`config.mk`:
```
export PLATFORM = sky130hd
export DESIGN_NAME = cpu
export DESIGN_NICKNAME = d
export VERILOG_FILES = /design/src/logic/cpu_ctrl_pkg.sv /design/src/logic/cpu_isa_pkg.sv /design/src/logic/control_fsm.sv /design/src/logic/cpu.sv /design/src/logic/datapath.sv /design/src/logic/instr_decoder.sv /design/src/logic/reg_file.sv
export SDC_FILE = /design/constraint.sdc
export NUM_CORES = 1
export LEC_CHECK = 0
export ABC_AREA = 1
export BUFFER_PORTS_ARGS = -buffer_cell sky130_fd_sc_hd__buf_2
export CORE_MARGIN = 2
export CORE_UTILIZATION = 43
export CTS_CLUSTER_SIZE = 10
export DETAILED_ROUTE_END_ITERATION = 16
export PLACE_DENSITY = 0.56
export REMOVE_ABC_BUFFERS = 1
export SYNTH_ARGS = -nofsm -noshare
export SYNTH_HDL_FRONTEND = slang
export SYNTH_SLANG_ARGS = --single-unit
```
`constraint.sdc`:
```
create_clock -name clk -period 6.9 [get_ports clk]
set_input_delay 1.035 -clock clk [delete_from_list [all_inputs] [get_ports clk]]
set_output_delay 1.035 -clock clk [all_outputs]
set_load 0.05 [all_outputs]
```
`src/logic/cpu_ctrl_pkg.sv`:
```
package cpu_ctrl_pkg;

    typedef enum logic [4:0] {
        ST_RESET,
        ST_FETCH_REQ,
        ST_FETCH_LOAD,
        ST_PC_INC,
        ST_DECODE,
        ST_MOV_IMM,
        ST_MOV_LOAD_B,
        ST_MOV_SHIFT,
        ST_MOV_WRITE,
        ST_ALU_LOAD_A,
        ST_ALU_LOAD_B,
        ST_ALU_EXEC,
        ST_ALU_WRITE,
        ST_CMP,
        ST_MVN_LOAD_B,
        ST_MVN_EXEC,
        ST_MVN_WRITE,
        ST_LDR_LOAD_A,
        ST_LDR_CALC,
        ST_LDR_ADDR,
        ST_LDR_WAIT,
        ST_LDR_WB,
        ST_STR_LOAD_A,
        ST_STR_CALC,
        ST_STR_ADDR,
        ST_STR_PASS,
        ST_STR_WRITE,
        ST_HALT
    } ctrl_state_t;

    typedef enum logic [1:0] {
        MEM_NONE  = 2'b00,
        MEM_READ  = 2'b01,
        MEM_WRITE = 2'b10
    } mem_cmd_t;

    typedef enum logic [1:0] {
        WB_C    = 2'b00,
        WB_IMM8 = 2'b01,
        WB_MEM  = 2'b10
    } wb_sel_t;

    typedef enum logic [1:0] {
        SEL_RN = 2'b00,
        SEL_RD = 2'b01,
        SEL_RM = 2'b10
    } reg_sel_t;

endpackage

```
`src/logic/cpu_isa_pkg.sv`:
```
package cpu_isa_pkg;

    localparam int WORD_W     = 16;
    localparam int MEM_ADDR_W = 9;
    localparam int NUM_REGS   = 8;

    typedef logic [WORD_W-1:0]            word_t;
    typedef logic [MEM_ADDR_W-1:0]        addr_t;
    typedef logic [$clog2(NUM_REGS)-1:0]  reg_num_t;

    // instruction field positions
    localparam int OPC_MSB = 15;
    localparam int OPC_LSB = 13;
    localparam int OP_MSB  = 12;
    localparam int OP_LSB  = 11;
    localparam int RN_MSB  = 10;
    localparam int RN_LSB  = 8;
    localparam int RD_MSB  = 7;
    localparam int RD_LSB  = 5;
    localparam int SH_MSB  = 4;
    localparam int SH_LSB  = 3;
    localparam int RM_MSB  = 2;
    localparam int RM_LSB  = 0;
    localparam int IMM8_W  = 8;   // imm8 in [7:0]
    localparam int IMM5_W  = 5;   // imm5 in [4:0]

    typedef enum logic [2:0] {
        OPC_LDR  = 3'b011,
        OPC_STR  = 3'b100,
        OPC_ALU  = 3'b101,
        OPC_MOV  = 3'b110,
        OPC_HALT = 3'b111
    } opcode_t;

    typedef enum logic [1:0] {
        ALU_ADD   = 2'b00,
        ALU_SUB   = 2'b01,
        ALU_AND   = 2'b10,
        ALU_NOT_B = 2'b11
    } alu_op_t;

    // op field values under OPC_MOV
    localparam alu_op_t OP_MOV_IMM = ALU_AND;
    localparam alu_op_t OP_MOV_REG = ALU_ADD;

    typedef enum logic [1:0] {
        SH_NONE = 2'b00,
        SH_LSL1 = 2'b01,
        SH_LSR1 = 2'b10,   // zero fill
        SH_ASR1 = 2'b11    // sign fill
    } shift_t;

endpackage

```
`src/logic/control_fsm.sv`:
```
`timescale 1ns/1ps

module control_fsm (
    input  logic                   clk,
    input  logic                   rst,
    input  cpu_isa_pkg::opcode_t   opcode,
    input  cpu_isa_pkg::alu_op_t   op,
    output cpu_ctrl_pkg::reg_sel_t reg_sel,
    output cpu_ctrl_pkg::wb_sel_t  wb_sel,
    output logic                   reg_write,
    output logic                   load_a,
    output logic                   load_b,
    output logic                   load_c,
    output logic                   load_status,
    output logic                   asel_zero,
    output logic                   bsel_imm,
    output logic                   pc_load,
    output logic                   pc_clear,
    output logic                   ir_load,
    output logic                   addr_sel_pc,
    output logic                   addr_load,
    output cpu_ctrl_pkg::mem_cmd_t mem_cmd,
    output logic                   halted
);
    import cpu_isa_pkg::*;
    import cpu_ctrl_pkg::*;

    ctrl_state_t state;
    ctrl_state_t state_next;

    always_ff @(posedge clk) begin
        if (rst) begin
            state <= ST_RESET;
        end else begin
            state <= state_next;
        end
    end

    always_comb begin
        state_next = ST_FETCH_REQ;   // most paths end back at fetch
        case (state)
            ST_RESET:      state_next = ST_FETCH_REQ;
            ST_FETCH_REQ:  state_next = ST_FETCH_LOAD;
            ST_FETCH_LOAD: state_next = ST_PC_INC;
            ST_PC_INC:     state_next = ST_DECODE;
            ST_DECODE: begin
                case (opcode)
                    OPC_MOV: state_next = (op == OP_MOV_IMM) ? ST_MOV_IMM :
                                          (op == OP_MOV_REG) ? ST_MOV_LOAD_B : ST_FETCH_REQ;
                    OPC_ALU: state_next = (op == ALU_NOT_B) ? ST_MVN_LOAD_B : ST_ALU_LOAD_A;
                    OPC_LDR: state_next = (op == ALU_ADD) ? ST_LDR_LOAD_A : ST_FETCH_REQ;
                    OPC_STR: state_next = (op == ALU_ADD) ? ST_STR_LOAD_A : ST_FETCH_REQ;
                    OPC_HALT: state_next = ST_HALT;
                    default: state_next = ST_FETCH_REQ;   // undefined opcode
                endcase
            end
            ST_MOV_LOAD_B: state_next = ST_MOV_SHIFT;
            ST_MOV_SHIFT:  state_next = ST_MOV_WRITE;
            ST_ALU_LOAD_A: state_next = ST_ALU_LOAD_B;
            ST_ALU_LOAD_B: state_next = (op == ALU_SUB) ? ST_CMP : ST_ALU_EXEC;
            ST_ALU_EXEC:   state_next = ST_ALU_WRITE;
            ST_MVN_LOAD_B: state_next = ST_MVN_EXEC;
            ST_MVN_EXEC:   state_next = ST_MVN_WRITE;
            ST_LDR_LOAD_A: state_next = ST_LDR_CALC;
            ST_LDR_CALC:   state_next = ST_LDR_ADDR;
            ST_LDR_ADDR:   state_next = ST_LDR_WAIT;
            ST_LDR_WAIT:   state_next = ST_LDR_WB;
            ST_STR_LOAD_A: state_next = ST_STR_CALC;
            ST_STR_CALC:   state_next = ST_STR_ADDR;
            ST_STR_ADDR:   state_next = ST_STR_PASS;
            ST_STR_PASS:   state_next = ST_STR_WRITE;
            ST_HALT:       state_next = ST_HALT;   // held until reset
            default:       state_next = ST_FETCH_REQ;
        endcase
    end

    always_comb begin
        reg_sel     = SEL_RN;
        wb_sel      = WB_C;
        reg_write   = 1'b0;
        load_a      = 1'b0;
        load_b      = 1'b0;
        load_c      = 1'b0;
        load_status = 1'b0;
        asel_zero   = 1'b0;
        bsel_imm    = 1'b0;
        pc_load     = 1'b0;
        pc_clear    = 1'b0;
        ir_load     = 1'b0;
        addr_sel_pc = 1'b0;
        addr_load   = 1'b0;
        mem_cmd     = MEM_NONE;
        halted      = 1'b0;
        case (state)
            ST_RESET: begin
                pc_clear = 1'b1;
            end
            ST_FETCH_REQ: begin
                addr_sel_pc = 1'b1;
                mem_cmd     = MEM_READ;
            end
            ST_FETCH_LOAD: begin
                addr_sel_pc = 1'b1;
                mem_cmd     = MEM_READ;
                ir_load     = 1'b1;   // word from the request cycle
            end
            ST_PC_INC: begin
                pc_load = 1'b1;
            end
            ST_MOV_IMM: begin
                wb_sel    = WB_IMM8;
                reg_write = 1'b1;
            end
            ST_ALU_LOAD_A, ST_LDR_LOAD_A, ST_STR_LOAD_A: begin
                load_a = 1'b1;
            end
            ST_MOV_LOAD_B, ST_ALU_LOAD_B, ST_MVN_LOAD_B: begin
                reg_sel = SEL_RM;
                load_b  = 1'b1;
            end
            ST_MOV_SHIFT, ST_STR_PASS: begin
                asel_zero = 1'b1;   // 0 + shifted B
                load_c    = 1'b1;
            end
            ST_ALU_EXEC, ST_MVN_EXEC: begin
                load_c = 1'b1;
            end
            ST_CMP: begin
                load_status = 1'b1;
            end
            ST_MOV_WRITE, ST_ALU_WRITE, ST_MVN_WRITE: begin
                reg_sel   = SEL_RD;
                reg_write = 1'b1;
            end
            ST_LDR_CALC, ST_STR_CALC: begin
                bsel_imm = 1'b1;   // base + sximm5
                load_c   = 1'b1;
            end
            ST_LDR_ADDR: begin
                addr_load = 1'b1;
            end
            ST_LDR_WAIT: begin
                mem_cmd = MEM_READ;
            end
            ST_LDR_WB: begin
                reg_sel   = SEL_RD;
                wb_sel    = WB_MEM;
                reg_write = 1'b1;
            end
            ST_STR_ADDR: begin
                addr_load = 1'b1;
                reg_sel   = SEL_RD;   // store data into B
                load_b    = 1'b1;
            end
            ST_STR_WRITE: begin
                mem_cmd = MEM_WRITE;
            end
            ST_HALT: begin
                halted = 1'b1;
            end
            default: begin
            end
        endcase
    end

    // a store must go to the data address, never over an instruction fetch
    a_no_write_on_pc: assert property (
        @(posedge clk) disable iff (rst) !(mem_cmd == MEM_WRITE && addr_sel_pc)
    );

    // C feeds write-back, so it may not change in the write cycle
    a_no_write_with_load_c: assert property (
        @(posedge clk) disable iff (rst) !(reg_write && load_c)
    );

endmodule

```
`src/logic/cpu.sv`:
```
`timescale 1ns/1ps

module cpu #(
    parameter int ADDR_W = cpu_isa_pkg::MEM_ADDR_W
) (
    input  logic                   clk,
    input  logic                   rst,
    input  cpu_isa_pkg::word_t     read_data,
    output cpu_ctrl_pkg::mem_cmd_t mem_cmd,
    output logic [ADDR_W-1:0]      mem_addr,
    output cpu_isa_pkg::word_t     write_data,
    output logic                   n,
    output logic                   v,
    output logic                   z,
    output logic                   halted
);
    import cpu_isa_pkg::*;
    import cpu_ctrl_pkg::*;

    logic [ADDR_W-1:0] pc;
    logic [ADDR_W-1:0] data_addr;
    word_t             ir;

    opcode_t  opcode;
    alu_op_t  op;
    shift_t   shift;
    word_t    sximm8;
    word_t    sximm5;
    reg_num_t reg_num;
    reg_sel_t reg_sel;
    wb_sel_t  wb_sel;
    word_t    reg_data;
    word_t    wb_data;
    word_t    c_out;

    logic reg_write;
    logic load_a;
    logic load_b;
    logic load_c;
    logic load_status;
    logic asel_zero;
    logic bsel_imm;
    logic pc_load;
    logic pc_clear;
    logic ir_load;
    logic addr_sel_pc;
    logic addr_load;

    if (ADDR_W > WORD_W) begin : g_addr_check
        $error("address wider than the data word");
    end

    always_ff @(posedge clk) begin
        if (pc_clear) begin
            pc <= '0;
        end else if (pc_load) begin
            pc <= pc + 1'b1;
        end
    end

    always_ff @(posedge clk) begin
        if (ir_load) begin
            ir <= read_data;
        end
        if (addr_load) begin
            data_addr <= c_out[ADDR_W-1:0];   // base + offset from C
        end
    end

    assign mem_addr   = addr_sel_pc ? pc : data_addr;
    assign write_data = c_out;

    instr_decoder u_decoder (
        .instr   (ir),
        .reg_sel (reg_sel),
        .opcode  (opcode),
        .op      (op),
        .shift   (shift),
        .sximm8  (sximm8),
        .sximm5  (sximm5),
        .reg_num (reg_num)
    );

    control_fsm u_ctrl (
        .clk         (clk),
        .rst         (rst),
        .opcode      (opcode),
        .op          (op),
        .reg_sel     (reg_sel),
        .wb_sel      (wb_sel),
        .reg_write   (reg_write),
        .load_a      (load_a),
        .load_b      (load_b),
        .load_c      (load_c),
        .load_status (load_status),
        .asel_zero   (asel_zero),
        .bsel_imm    (bsel_imm),
        .pc_load     (pc_load),
        .pc_clear    (pc_clear),
        .ir_load     (ir_load),
        .addr_sel_pc (addr_sel_pc),
        .addr_load   (addr_load),
        .mem_cmd     (mem_cmd),
        .halted      (halted)
    );

    reg_file u_regs (
        .clk        (clk),
        .write      (reg_write),
        .reg_num    (reg_num),
        .write_data (wb_data),
        .read_data  (reg_data)
    );

    datapath u_dp (
        .clk         (clk),
        .reg_data    (reg_data),
        .shift       (shift),
        .alu_op      (op),
        .load_a      (load_a),
        .load_b      (load_b),
        .load_c      (load_c),
        .load_status (load_status),
        .asel_zero   (asel_zero),
        .bsel_imm    (bsel_imm),
        .sximm5      (sximm5),
        .sximm8      (sximm8),
        .mem_data    (read_data),
        .wb_sel      (wb_sel),
        .wb_data     (wb_data),
        .c_out       (c_out),
        .n           (n),
        .v           (v),
        .z           (z)
    );

endmodule

```
`src/logic/datapath.sv`:
```
`timescale 1ns/1ps

module datapath (
    input  logic                  clk,
    input  cpu_isa_pkg::word_t    reg_data,
    input  cpu_isa_pkg::shift_t   shift,
    input  cpu_isa_pkg::alu_op_t  alu_op,
    input  logic                  load_a,
    input  logic                  load_b,
    input  logic                  load_c,
    input  logic                  load_status,
    input  logic                  asel_zero,
    input  logic                  bsel_imm,
    input  cpu_isa_pkg::word_t    sximm5,
    input  cpu_isa_pkg::word_t    sximm8,
    input  cpu_isa_pkg::word_t    mem_data,
    input  cpu_ctrl_pkg::wb_sel_t wb_sel,
    output cpu_isa_pkg::word_t    wb_data,
    output cpu_isa_pkg::word_t    c_out,
    output logic                  n,
    output logic                  v,
    output logic                  z
);
    import cpu_isa_pkg::*;
    import cpu_ctrl_pkg::*;

    word_t a_reg;
    word_t b_reg;
    word_t c_reg;
    word_t b_shifted;
    word_t a_op;
    word_t b_op;
    word_t alu_out;
    logic  ovf;

    always_ff @(posedge clk) begin
        if (load_a) begin
            a_reg <= reg_data;
        end
        if (load_b) begin
            b_reg <= reg_data;
        end
        if (load_c) begin
            c_reg <= alu_out;
        end
        if (load_status) begin
            z <= (alu_out == '0);
            n <= alu_out[WORD_W-1];
            v <= ovf;
        end
    end

    always_comb begin
        case (shift)
            SH_LSL1: b_shifted = {b_reg[WORD_W-2:0], 1'b0};
            SH_LSR1: b_shifted = {1'b0, b_reg[WORD_W-1:1]};
            SH_ASR1: b_shifted = {b_reg[WORD_W-1], b_reg[WORD_W-1:1]};
            default: b_shifted = b_reg;
        endcase
    end

    assign a_op = asel_zero ? '0 : a_reg;
    assign b_op = bsel_imm ? sximm5 : b_shifted;

    always_comb begin
        ovf = 1'b0;
        case (alu_op)
            ALU_ADD: begin
                alu_out = a_op + b_op;
                ovf = (a_op[WORD_W-1] == b_op[WORD_W-1]) &&
                      (alu_out[WORD_W-1] != a_op[WORD_W-1]);
            end
            ALU_SUB: begin
                alu_out = a_op - b_op;
                ovf = (a_op[WORD_W-1] != b_op[WORD_W-1]) &&
                      (alu_out[WORD_W-1] != a_op[WORD_W-1]);
            end
            ALU_AND: alu_out = a_op & b_op;
            default: alu_out = ~b_op;
        endcase
    end

    always_comb begin
        case (wb_sel)
            WB_IMM8: wb_data = sximm8;
            WB_MEM:  wb_data = mem_data;
            default: wb_data = c_reg;
        endcase
    end

    assign c_out = c_reg;

    // status is only written by a cmp
    a_flags_hold: assert property (
        @(posedge clk) $changed({n, v, z}) |-> $past(load_status)
    );

endmodule

```
`src/logic/instr_decoder.sv`:
```
`timescale 1ns/1ps

module instr_decoder (
    input  cpu_isa_pkg::word_t     instr,
    input  cpu_ctrl_pkg::reg_sel_t reg_sel,
    output cpu_isa_pkg::opcode_t   opcode,
    output cpu_isa_pkg::alu_op_t   op,
    output cpu_isa_pkg::shift_t    shift,
    output cpu_isa_pkg::word_t     sximm8,
    output cpu_isa_pkg::word_t     sximm5,
    output cpu_isa_pkg::reg_num_t  reg_num
);
    import cpu_isa_pkg::*;
    import cpu_ctrl_pkg::*;

    reg_num_t rn;
    reg_num_t rd;
    reg_num_t rm;

    assign rn = instr[RN_MSB:RN_LSB];
    assign rd = instr[RD_MSB:RD_LSB];
    assign rm = instr[RM_MSB:RM_LSB];

    assign opcode = opcode_t'(instr[OPC_MSB:OPC_LSB]);
    assign op     = alu_op_t'(instr[OP_MSB:OP_LSB]);

    // ldr/str use bits 4:3 as part of imm5, so no shift there
    assign shift = (opcode == OPC_LDR || opcode == OPC_STR) ? SH_NONE
                                                           : shift_t'(instr[SH_MSB:SH_LSB]);

    assign sximm8 = {{(WORD_W-IMM8_W){instr[IMM8_W-1]}}, instr[IMM8_W-1:0]};
    assign sximm5 = {{(WORD_W-IMM5_W){instr[IMM5_W-1]}}, instr[IMM5_W-1:0]};

    always_comb begin
        case (reg_sel)
            SEL_RN:  reg_num = rn;
            SEL_RD:  reg_num = rd;
            SEL_RM:  reg_num = rm;
            default: reg_num = rn;
        endcase
    end

endmodule

```
`src/logic/reg_file.sv`:
```
`timescale 1ns/1ps

module reg_file (
    input  logic                  clk,
    input  logic                  write,
    input  cpu_isa_pkg::reg_num_t reg_num,
    input  cpu_isa_pkg::word_t    write_data,
    output cpu_isa_pkg::word_t    read_data
);
    import cpu_isa_pkg::*;

    word_t regs [NUM_REGS];

    always_ff @(posedge clk) begin
        if (write) begin
            regs[reg_num] <= write_data;
        end
    end

    assign read_data = regs[reg_num];   // async read

endmodule
```
==> metrics.md, run 1 <==
| Metric | Value |
|---|---|
| Final setup skew | 0.0212 ns |
| Core box area | 27100 um2 |
| Share of the synthesized area in compound gates (AO/OA/AOI/OAI) | 9.08% |
| Final Net Count | 1396 |
| Maximum resistive drop on vdd | 0.183 mV |
| Number of cell rows | 60 |
| DRC violation count after routing | 0 |
| Fmax | 213 MHz |
| Most area-hungry cell type in the Yosys netlist | edfxtp_1 |
| R2R depth | 15 |
| RSZ-0062 raised after global routing | no |
| Via count | 9186 |
| Average cell area after synthesis | 9.21 um2 |
| Total gr overflow | 0 |
| Synth Register Bits | 218 |
| Crit-path max FO | 22 |
| Number of buffers inserted by hold repair at cts | 0 |
| Critical Path Sink | u_dp.b_reg[13]$_DFFE_PP_ |
| Simple-gate share of the synthesized area | 24.2% |
| Hold Crit Class | reg -> reg |
| Die ar. | 29000 um2 |
| CP endpoint kind | flip-flop |
| Reg2reg setup slack | 2.21 ns |
| Global Route Usage Sum | 23.8% |
| Max reg flops | 128 |
| Placed standard-cell area | 12500 um2 |
| Place WS | 2.32 ns |
| Transition time at the pin with the least slew margin | 1.33 ns |
| Relative area change from synthesis to final layout | 11.3% |
| Post-DP HPWL | 25200 um |
| Worst setup path startpoint | u_ctrl.state[1]$_SDFF_PP0_ |
| Minimum clock period | 4.69 ns |
| Area share of the leading cell type in the synthesized netlist | 51.5% |
| Maximum number of pins on one net before global-route repair | 23 |
| Ranking of synthesized cells by area | edfxtp_1, nand2_1, inv_1 |
| Launching element type of the critical path | flip-flop |
| Clock tree buffer depth | 3 |
| Adder-cell share of the synthesized area | 3.91% |
| Clk slew on worst S/H paths | 0.06 ns |
| Number of antenna violations at the first check in global routing | 0 |
| Headroom to the max-slew limit | 10.8% |
| Initial Utilization | 43.9% |
| Largest stage delay, worst path | 1.05 ns |
| Post-synthesis instance area | 11900 um2 |
| Horizontal extent of the die | 170 um |
| Count of final max-slew check failures | 0 |
| Crit Reg-Reg Startpoint | u_ctrl.state[1]$_SDFF_PP0_ |
| Vias per cell | 5.33 |
| Routed length per instance | 19.5 um |
| Fraction of the cycle the final worst path needs | 68.0% |
| Cells along the critical path | nor2_1, inv_1, nor2_1, nand2_1, clkinv_1, nor3_1, inv_1, ha_1, inv_2, nand3_1, o21ai_2, inv_2, nor3_2, a221oi_1, nand4_1 |
| Power consumption | 4.34 mW |
| Antenna violation net count after detailed routing | 0 |
| Total Wirelength | 33600 um |
| Synthesized netlist cell count | 1292 |
| TritonCTS clock tree | built |
| Clock sinks | 218 |
| Overall die height | 170 um |
| Fraction of final layout cells sized beyond drive strength 1 | 13.4% |
| Register bank with the most flops | u_regs.regs |
| Port buffer count | 48 |
| Dominant combinational cell family by area after synthesis | simple AND/OR/NAND/NOR gates |
| Clk Latency, worst-skew pair | 0.55 ns |
| Routability congestion estimate | 0.947 |
| Setup WS post-layout | 2.21 ns |
| Hold Fails Final Rpt | 0 |
| Leakage power | 5.54 nW |
| Sequential-to-total area share from yosys stat | 53.8% |
| Beginning of the worst hold path | pc[8]$_SDFFE_PN0P_ |
| Number of global-route vias before repair | 8907 |
| Critical path data required time | 7.27 ns |
| Final-layout setup total negative slack | 0 ns |
| Max stage delay cell, worst path | nor3_2 |
| Post-CTS setup buffer count | 0 |
| Yosys warns | 0 |
| 1st-pass router iterations | 6 |
| Number of enable flip-flop cells after synthesis | 204 |
| Iter 0 DRT Violations | 880 |
| TritonCTS Buffers | 27 |
| # setup viols final | 0 |
| Gates resized, CTS repair | 0 |
| Primary flip-flop cell chosen by synthesis mapping | edfxtp_1 |
| Global-route wire length before repair | 52300 um |
| Cell chosen for the clock root | clkbuf_16 |
| FF-to-FF End | u_dp.b_reg[13]$_DFFE_PP_ |
| Fraction of synthesized area in multiplexers | 0% |
| Proportion of register bits with asynchronous set or reset after synthesis | 0% |
| Total non-filler cell area in the finished layout | 13300 um2 |
| Number of antenna cells inserted | 0 |
| CTS H-Tree Depth | 1 |
| Result of the run | completed |
| Number of maximum-capacitance violations | 0 |
| Data arrival time of the critical path | 5.06 ns |
| Top-Level Pins | 49 |
| Count of distinct cell types in the synthesized netlist | 56 |
| Worst Setup Path Type | reg -> reg |
| Power density cells | 328 nW/um2 |
| Synthesized-area fraction occupied by xor and xnor cells | 0.221% |
==> critical path, delay by kind of cell, from the launching register on <==
family                     cells  cell delay (ns)
buffers and inverters          5             1.27
AOI/OAI and AO/OA              2             0.34
DFF                            1             0.41
and+or+nand+nor                7             2.20
adders and majority gates      1             0.29
==> power breakdown <==
group          internal, mW  switching [mW]
Sequential             1.55          0.0553
Combinational         0.402            1.06
Clock                 0.755           0.529
Total                  2.70            1.64
==> kinds of logic after synthesis <==
group	count (synthesis)
AOI/OAI and AO/OA	166
DFF	218
buffers and inverters	246
adders and majority gates	36
xor gates and xnor gates	3
and+or+nand+nor	623
==> through the flow <==
step           utilization (%)  hold slack (ns)  instances
2_1_floorplan                -            0.433       1254
3_3_place_gp              46.0            0.450       1685
3_5_place_dp              46.0            0.466       1685
4_1_cts                   48.9            0.473       1724
5_1_grt                   48.9            0.491       1724
6_report                  48.9            0.474       1724
==> routing by layer <==
| metal | wire length (um) | global-route usage [%] | vias up | share of wire [%] |
|---|---|---|---|---|
| met4 | 977 | 7.25 | 0 | 2.9 |
| met5 | 0 | 0 | - | 0 |
| met2 | 15500 | 38.8 | 317 | 46 |
| li1 | - | - | 4458 | - |
| met3 | 2070 | 2.88 | 57 | 6.2 |
| met1 | 15100 | 33.3 | 4354 | 45 |
==> how the worst min path moves through the flow <==
stage / end / slack (ns) / cells after the start
2_1_floorplan: pc[8]$_SDFFE_PN0P_ / 0.43 / 1
3_3_place_gp: pc[8]$_SDFFE_PN0P_ / 0.45 / 1
3_5_place_dp: pc[8]$_SDFFE_PN0P_ / 0.47 / 1
4_1_cts: pc[8]$_SDFFE_PN0P_ / 0.47 / 1
5_1_grt: pc[8]$_SDFFE_PN0P_ / 0.49 / 1
6_report: pc[8]$_SDFFE_PN0P_ / 0.47 / 1
==> cell type report <==
| type | count | area [um2] |
|---|---|---|
| tap | 372 | 465 |
| inverter | 208 | 806 |
| fill | 2535 | 13900 |
| clock buffer | 33 | 708 |
| sequential | 218 | 6410 |
| clock inverter | 6 | 73.8 |
| multi-input combinational | 828 | 4470 |
| timing repair buffer | 59 | 323 |
==> cells in the mapped netlist, drive strengths merged, types with 2 or more instances <==
| cell type | n |
|---|---|
| a211oi | 3 |
| a21oi | 37 |
| a221oi | 22 |
| a22o | 9 |
| a22oi | 9 |
| a31oi | 2 |
| buf | 30 |
| clkbuf | 8 |
| clkinv | 2 |
| dfxtp | 14 |
| edfxtp | 204 |
| fa | 2 |
| ha | 34 |
| inv | 206 |
| nand2 | 339 |
| nand3 | 126 |
| nand4 | 20 |
| nor2 | 113 |
| nor3 | 15 |
| nor4 | 6 |
| o211ai | 7 |
| o21ai | 60 |
| o21bai | 3 |
| o22ai | 3 |
| o2bb2ai | 8 |
| xor2 | 3 |
==> placed cells by master, fill, tap and decap left out, types with 9 or more instances in the layout <==
cell type	instances
nand2_1	308
edfxtp_1	204
inv_1	186
nand3_1	113
nor2_1	100
o21ai_0	51
buf_2	48
a21oi_1	35
ha_1	34
clkbuf_16	27
nand2_2	24
a221oi_1	22
nand4_1	18
inv_2	16
dfxtp_1	14
nor3_1	13
nand3_2	11
buf_4	11
a22o_1	9
a22oi_1	9
Note: power is estimated with default switching activity, not from simulation.
==> run 2: changes to the inputs <==
PLACE_DENSITY = 0.58   (was 0.56)
clock period = 4.2 ns   (was 6.9 ns; I/O delays follow)
==> metrics.md, run 2 (synthesis gave the netlist of run 1 again) <==
| Metric | Value |
|---|---|
| Iter 0 DRT Violations | 882 (+0.23%) |
| Critical path data required time | 4.62 ns (-2.65 ns) |
| Number of antenna violations at the first check in global routing | 0 (unchanged) |
| Die ar. | 29000 um2 (unchanged) |
| Headroom to the max-slew limit | 38.6% (+28 points) |
| Via count | 9140 (-0.50%) |
| Clk Latency, worst-skew pair | 0.55 ns (about the same) |
| Overall die height | 170 um (unchanged) |
| Fmax | 268 MHz (+26%) |
| Number of buffers inserted by hold repair at cts | 0 (unchanged) |
| Final Net Count | 1406 (+0.72%) |
| Result of the run | completed |
| Data arrival time of the critical path | 4.15 ns (-0.91 ns) |
| Minimum clock period | 3.74 ns (-0.954 ns) |
| Gates resized, CTS repair | 0 (unchanged) |
| RSZ-0062 raised after global routing | no |
| Number of fill cells in the layout | 2585 (+2.0%) |
| Core box area | 27100 um2 (unchanged) |
| TritonCTS clock tree | built |
| Maximum resistive drop on vdd | 0.407 mV (+120%) |
| # setup viols final | 0 (unchanged) |
| Fraction of final layout cells sized beyond drive strength 1 | 13.8% (+0.42 points) |
| Clock sinks | 218 (unchanged) |
| DRC violation count after routing | 0 (unchanged) |
| Routed length per instance | 19.0 um (-2.7%) |
| Maximum number of pins on one net before global-route repair | 22 (-4.3%) |
| Final core utilization | 49.1% (+0.23 points) |
| Hold Fails Final Rpt | 0 (unchanged) |
| Global-route wire length before repair | 50300 um (-3.8%) |
| Launching element type of the critical path | flip-flop |
| Post-CTS setup buffer count | 0 (unchanged) |
| Number of maximum-capacitance violations | 0 (unchanged) |
| Final-layout setup total negative slack | 0 ns (unchanged) |
| Max reg flops | 128 (unchanged) |
| Routability congestion estimate | 0.898 (-5.2%) |
| Cell chosen for the clock root | clkbuf_16 |
| Horizontal extent of the die | 170 um (unchanged) |
| Count of final max-slew check failures | 0 (unchanged) |
| Number of global-route vias before repair | 8808 (-1.1%) |
| Most common cell after layout, fill and taps aside | nand2_1 |
| Fraction of the cycle the final worst path needs | 89.0% (+21 points) |
| Total gr overflow | 0 (unchanged) |
| Final setup skew | 0.0165 ns (-0.00472 ns) |
| Worst Setup Path Type | reg -> reg |
| 1st-pass router iterations | 5 (-1) |
| Hold Crit Class | in -> reg |
| Port buffer count | 48 (unchanged) |
| Transition time at the pin with the least slew margin | 0.919 ns (-0.412 ns) |
| Total Wirelength | 32900 um (-2.1%) |
| Power density cells | 532 nW/um2 (+62%) |
| Crit-path max FO | 20 (-9.1%) |
| Relative area change from synthesis to final layout | 11.8% |
| Global Route Usage Sum | 22.9% (-0.83 points) |
| Initial Utilization | 43.9% (unchanged) |
| CP endpoint kind | flip-flop |
| Register bank with the most flops | u_regs.regs |
| Number of cell rows | 60 (unchanged) |
| Clk slew on worst S/H paths | 0.06 ns (about the same) |
| Vias per cell | 5.27 (-1.1%) |
| Clock tree buffer depth | 3 (unchanged) |
| Antenna violation net count after detailed routing | 0 (unchanged) |
| CTS H-Tree Depth | 1 (unchanged) |
| TritonCTS Buffers | 27 (unchanged) |
| Top-Level Pins | 49 (unchanged) |
| Post-DP HPWL | 24400 um (-3.4%) |
| Number of antenna cells inserted | 0 (unchanged) |
| Commonest cells after routing, fill and taps aside | nand2_1, edfxtp_1, inv_1, nand3_1, nor2_1 |
| Leakage power | 5.58 nW (+0.74%) |
run 2: changes by cell type in the layout (fill, tap and decap cells not counted):
cell	change
clkbuf_1	+2
clkinv_2	-2
buf_4	+9
nor2_1	+1
buf_12	+1
bufinv_16	-1
inv_6	+1
nor2_2	-1
run 2: where the power goes:
group          internal [mW]  leakage, nW  switching (mW)
registers               2.54         1.95          0.0882
logic                  0.679         3.26            1.74
clock network           1.18        0.371           0.856
run 2: path summary, 6_finish.rpt:
path,slack [ns],to,startpoint,cells past startpoint
min,0.28,ir[6]$_DFFE_PP_,read_data[6],1
max,0.46,u_dp.z$_DFFE_PN_,u_ctrl.state[3]$_SDFF_PP0_,27
min reg2reg,0.48,pc[8]$_SDFFE_PN0P_,pc[8]$_SDFFE_PN0P_,1
max reg2reg,0.46,u_dp.z$_DFFE_PN_,u_ctrl.state[3]$_SDFF_PP0_,27
run 2: layout make-up:
class,count,area [um2],share of cell area [%]
multi-input cells,828,4470,33.5
clock inverters,4,42.5,0.320
well taps,372,465,3.50
inverters,208,806,6.05
clock buffers,35,716,5.38
flip-flops and latches,218,6410,48.1
repair buffers,69,410,3.08
run 2: layer usage:
layer  vias up  global-route usage [%]  routed length (um)  share of wire [%]
met2       316                    37.6               15200                 46
met1      4306                    31.9               14500                 44
li1       4463                       -                   -                  -
met5         -                       0                   0                  0
met4         0                    6.28                 852                2.6
met3        55                    3.40                2330                7.1
run 2: stage by stage:
stage	power [mW]	cell area [um2]	hold WS [ns]	worst slack (ns)	instances
finish	7.09	13300	0.281	0.463	1734
global route	7.49	13300	0.264	0.0781	1734
CTS	7.12	13300	0.257	0.471	1734
detailed placement	5.07	12600	0.467	0.502	1695
global placement	5.05	12600	0.449	0.499	1695
floorplan	4.34	11700	0.433	-0.0984	1254
run 2: critical path: stages, from the launching register on:
cell,delay [ns]
dfxtp_1,0.35
inv_2,0.07
nand2_2,0.32
nor2_1,0.10
inv_2,0.12
nor2_1,0.06
inv_1,0.06
nand2_1,0.04
buf_4,0.19
inv_1,0.10
nand2_1,0.07
inv_1,0.06
ha_1,0.17
inv_1,0.08
fa_1,0.39
inv_1,0.14
nand3_1,0.09
nand3_1,0.18
nand3_1,0.13
nand3_1,0.09
nand2_1,0.05
nand3_1,0.07
nand3_1,0.11
nand2_1,0.10
nand2_1,0.06
nor2_1,0.20
nand2_1,0.09
nor2_1,0.10
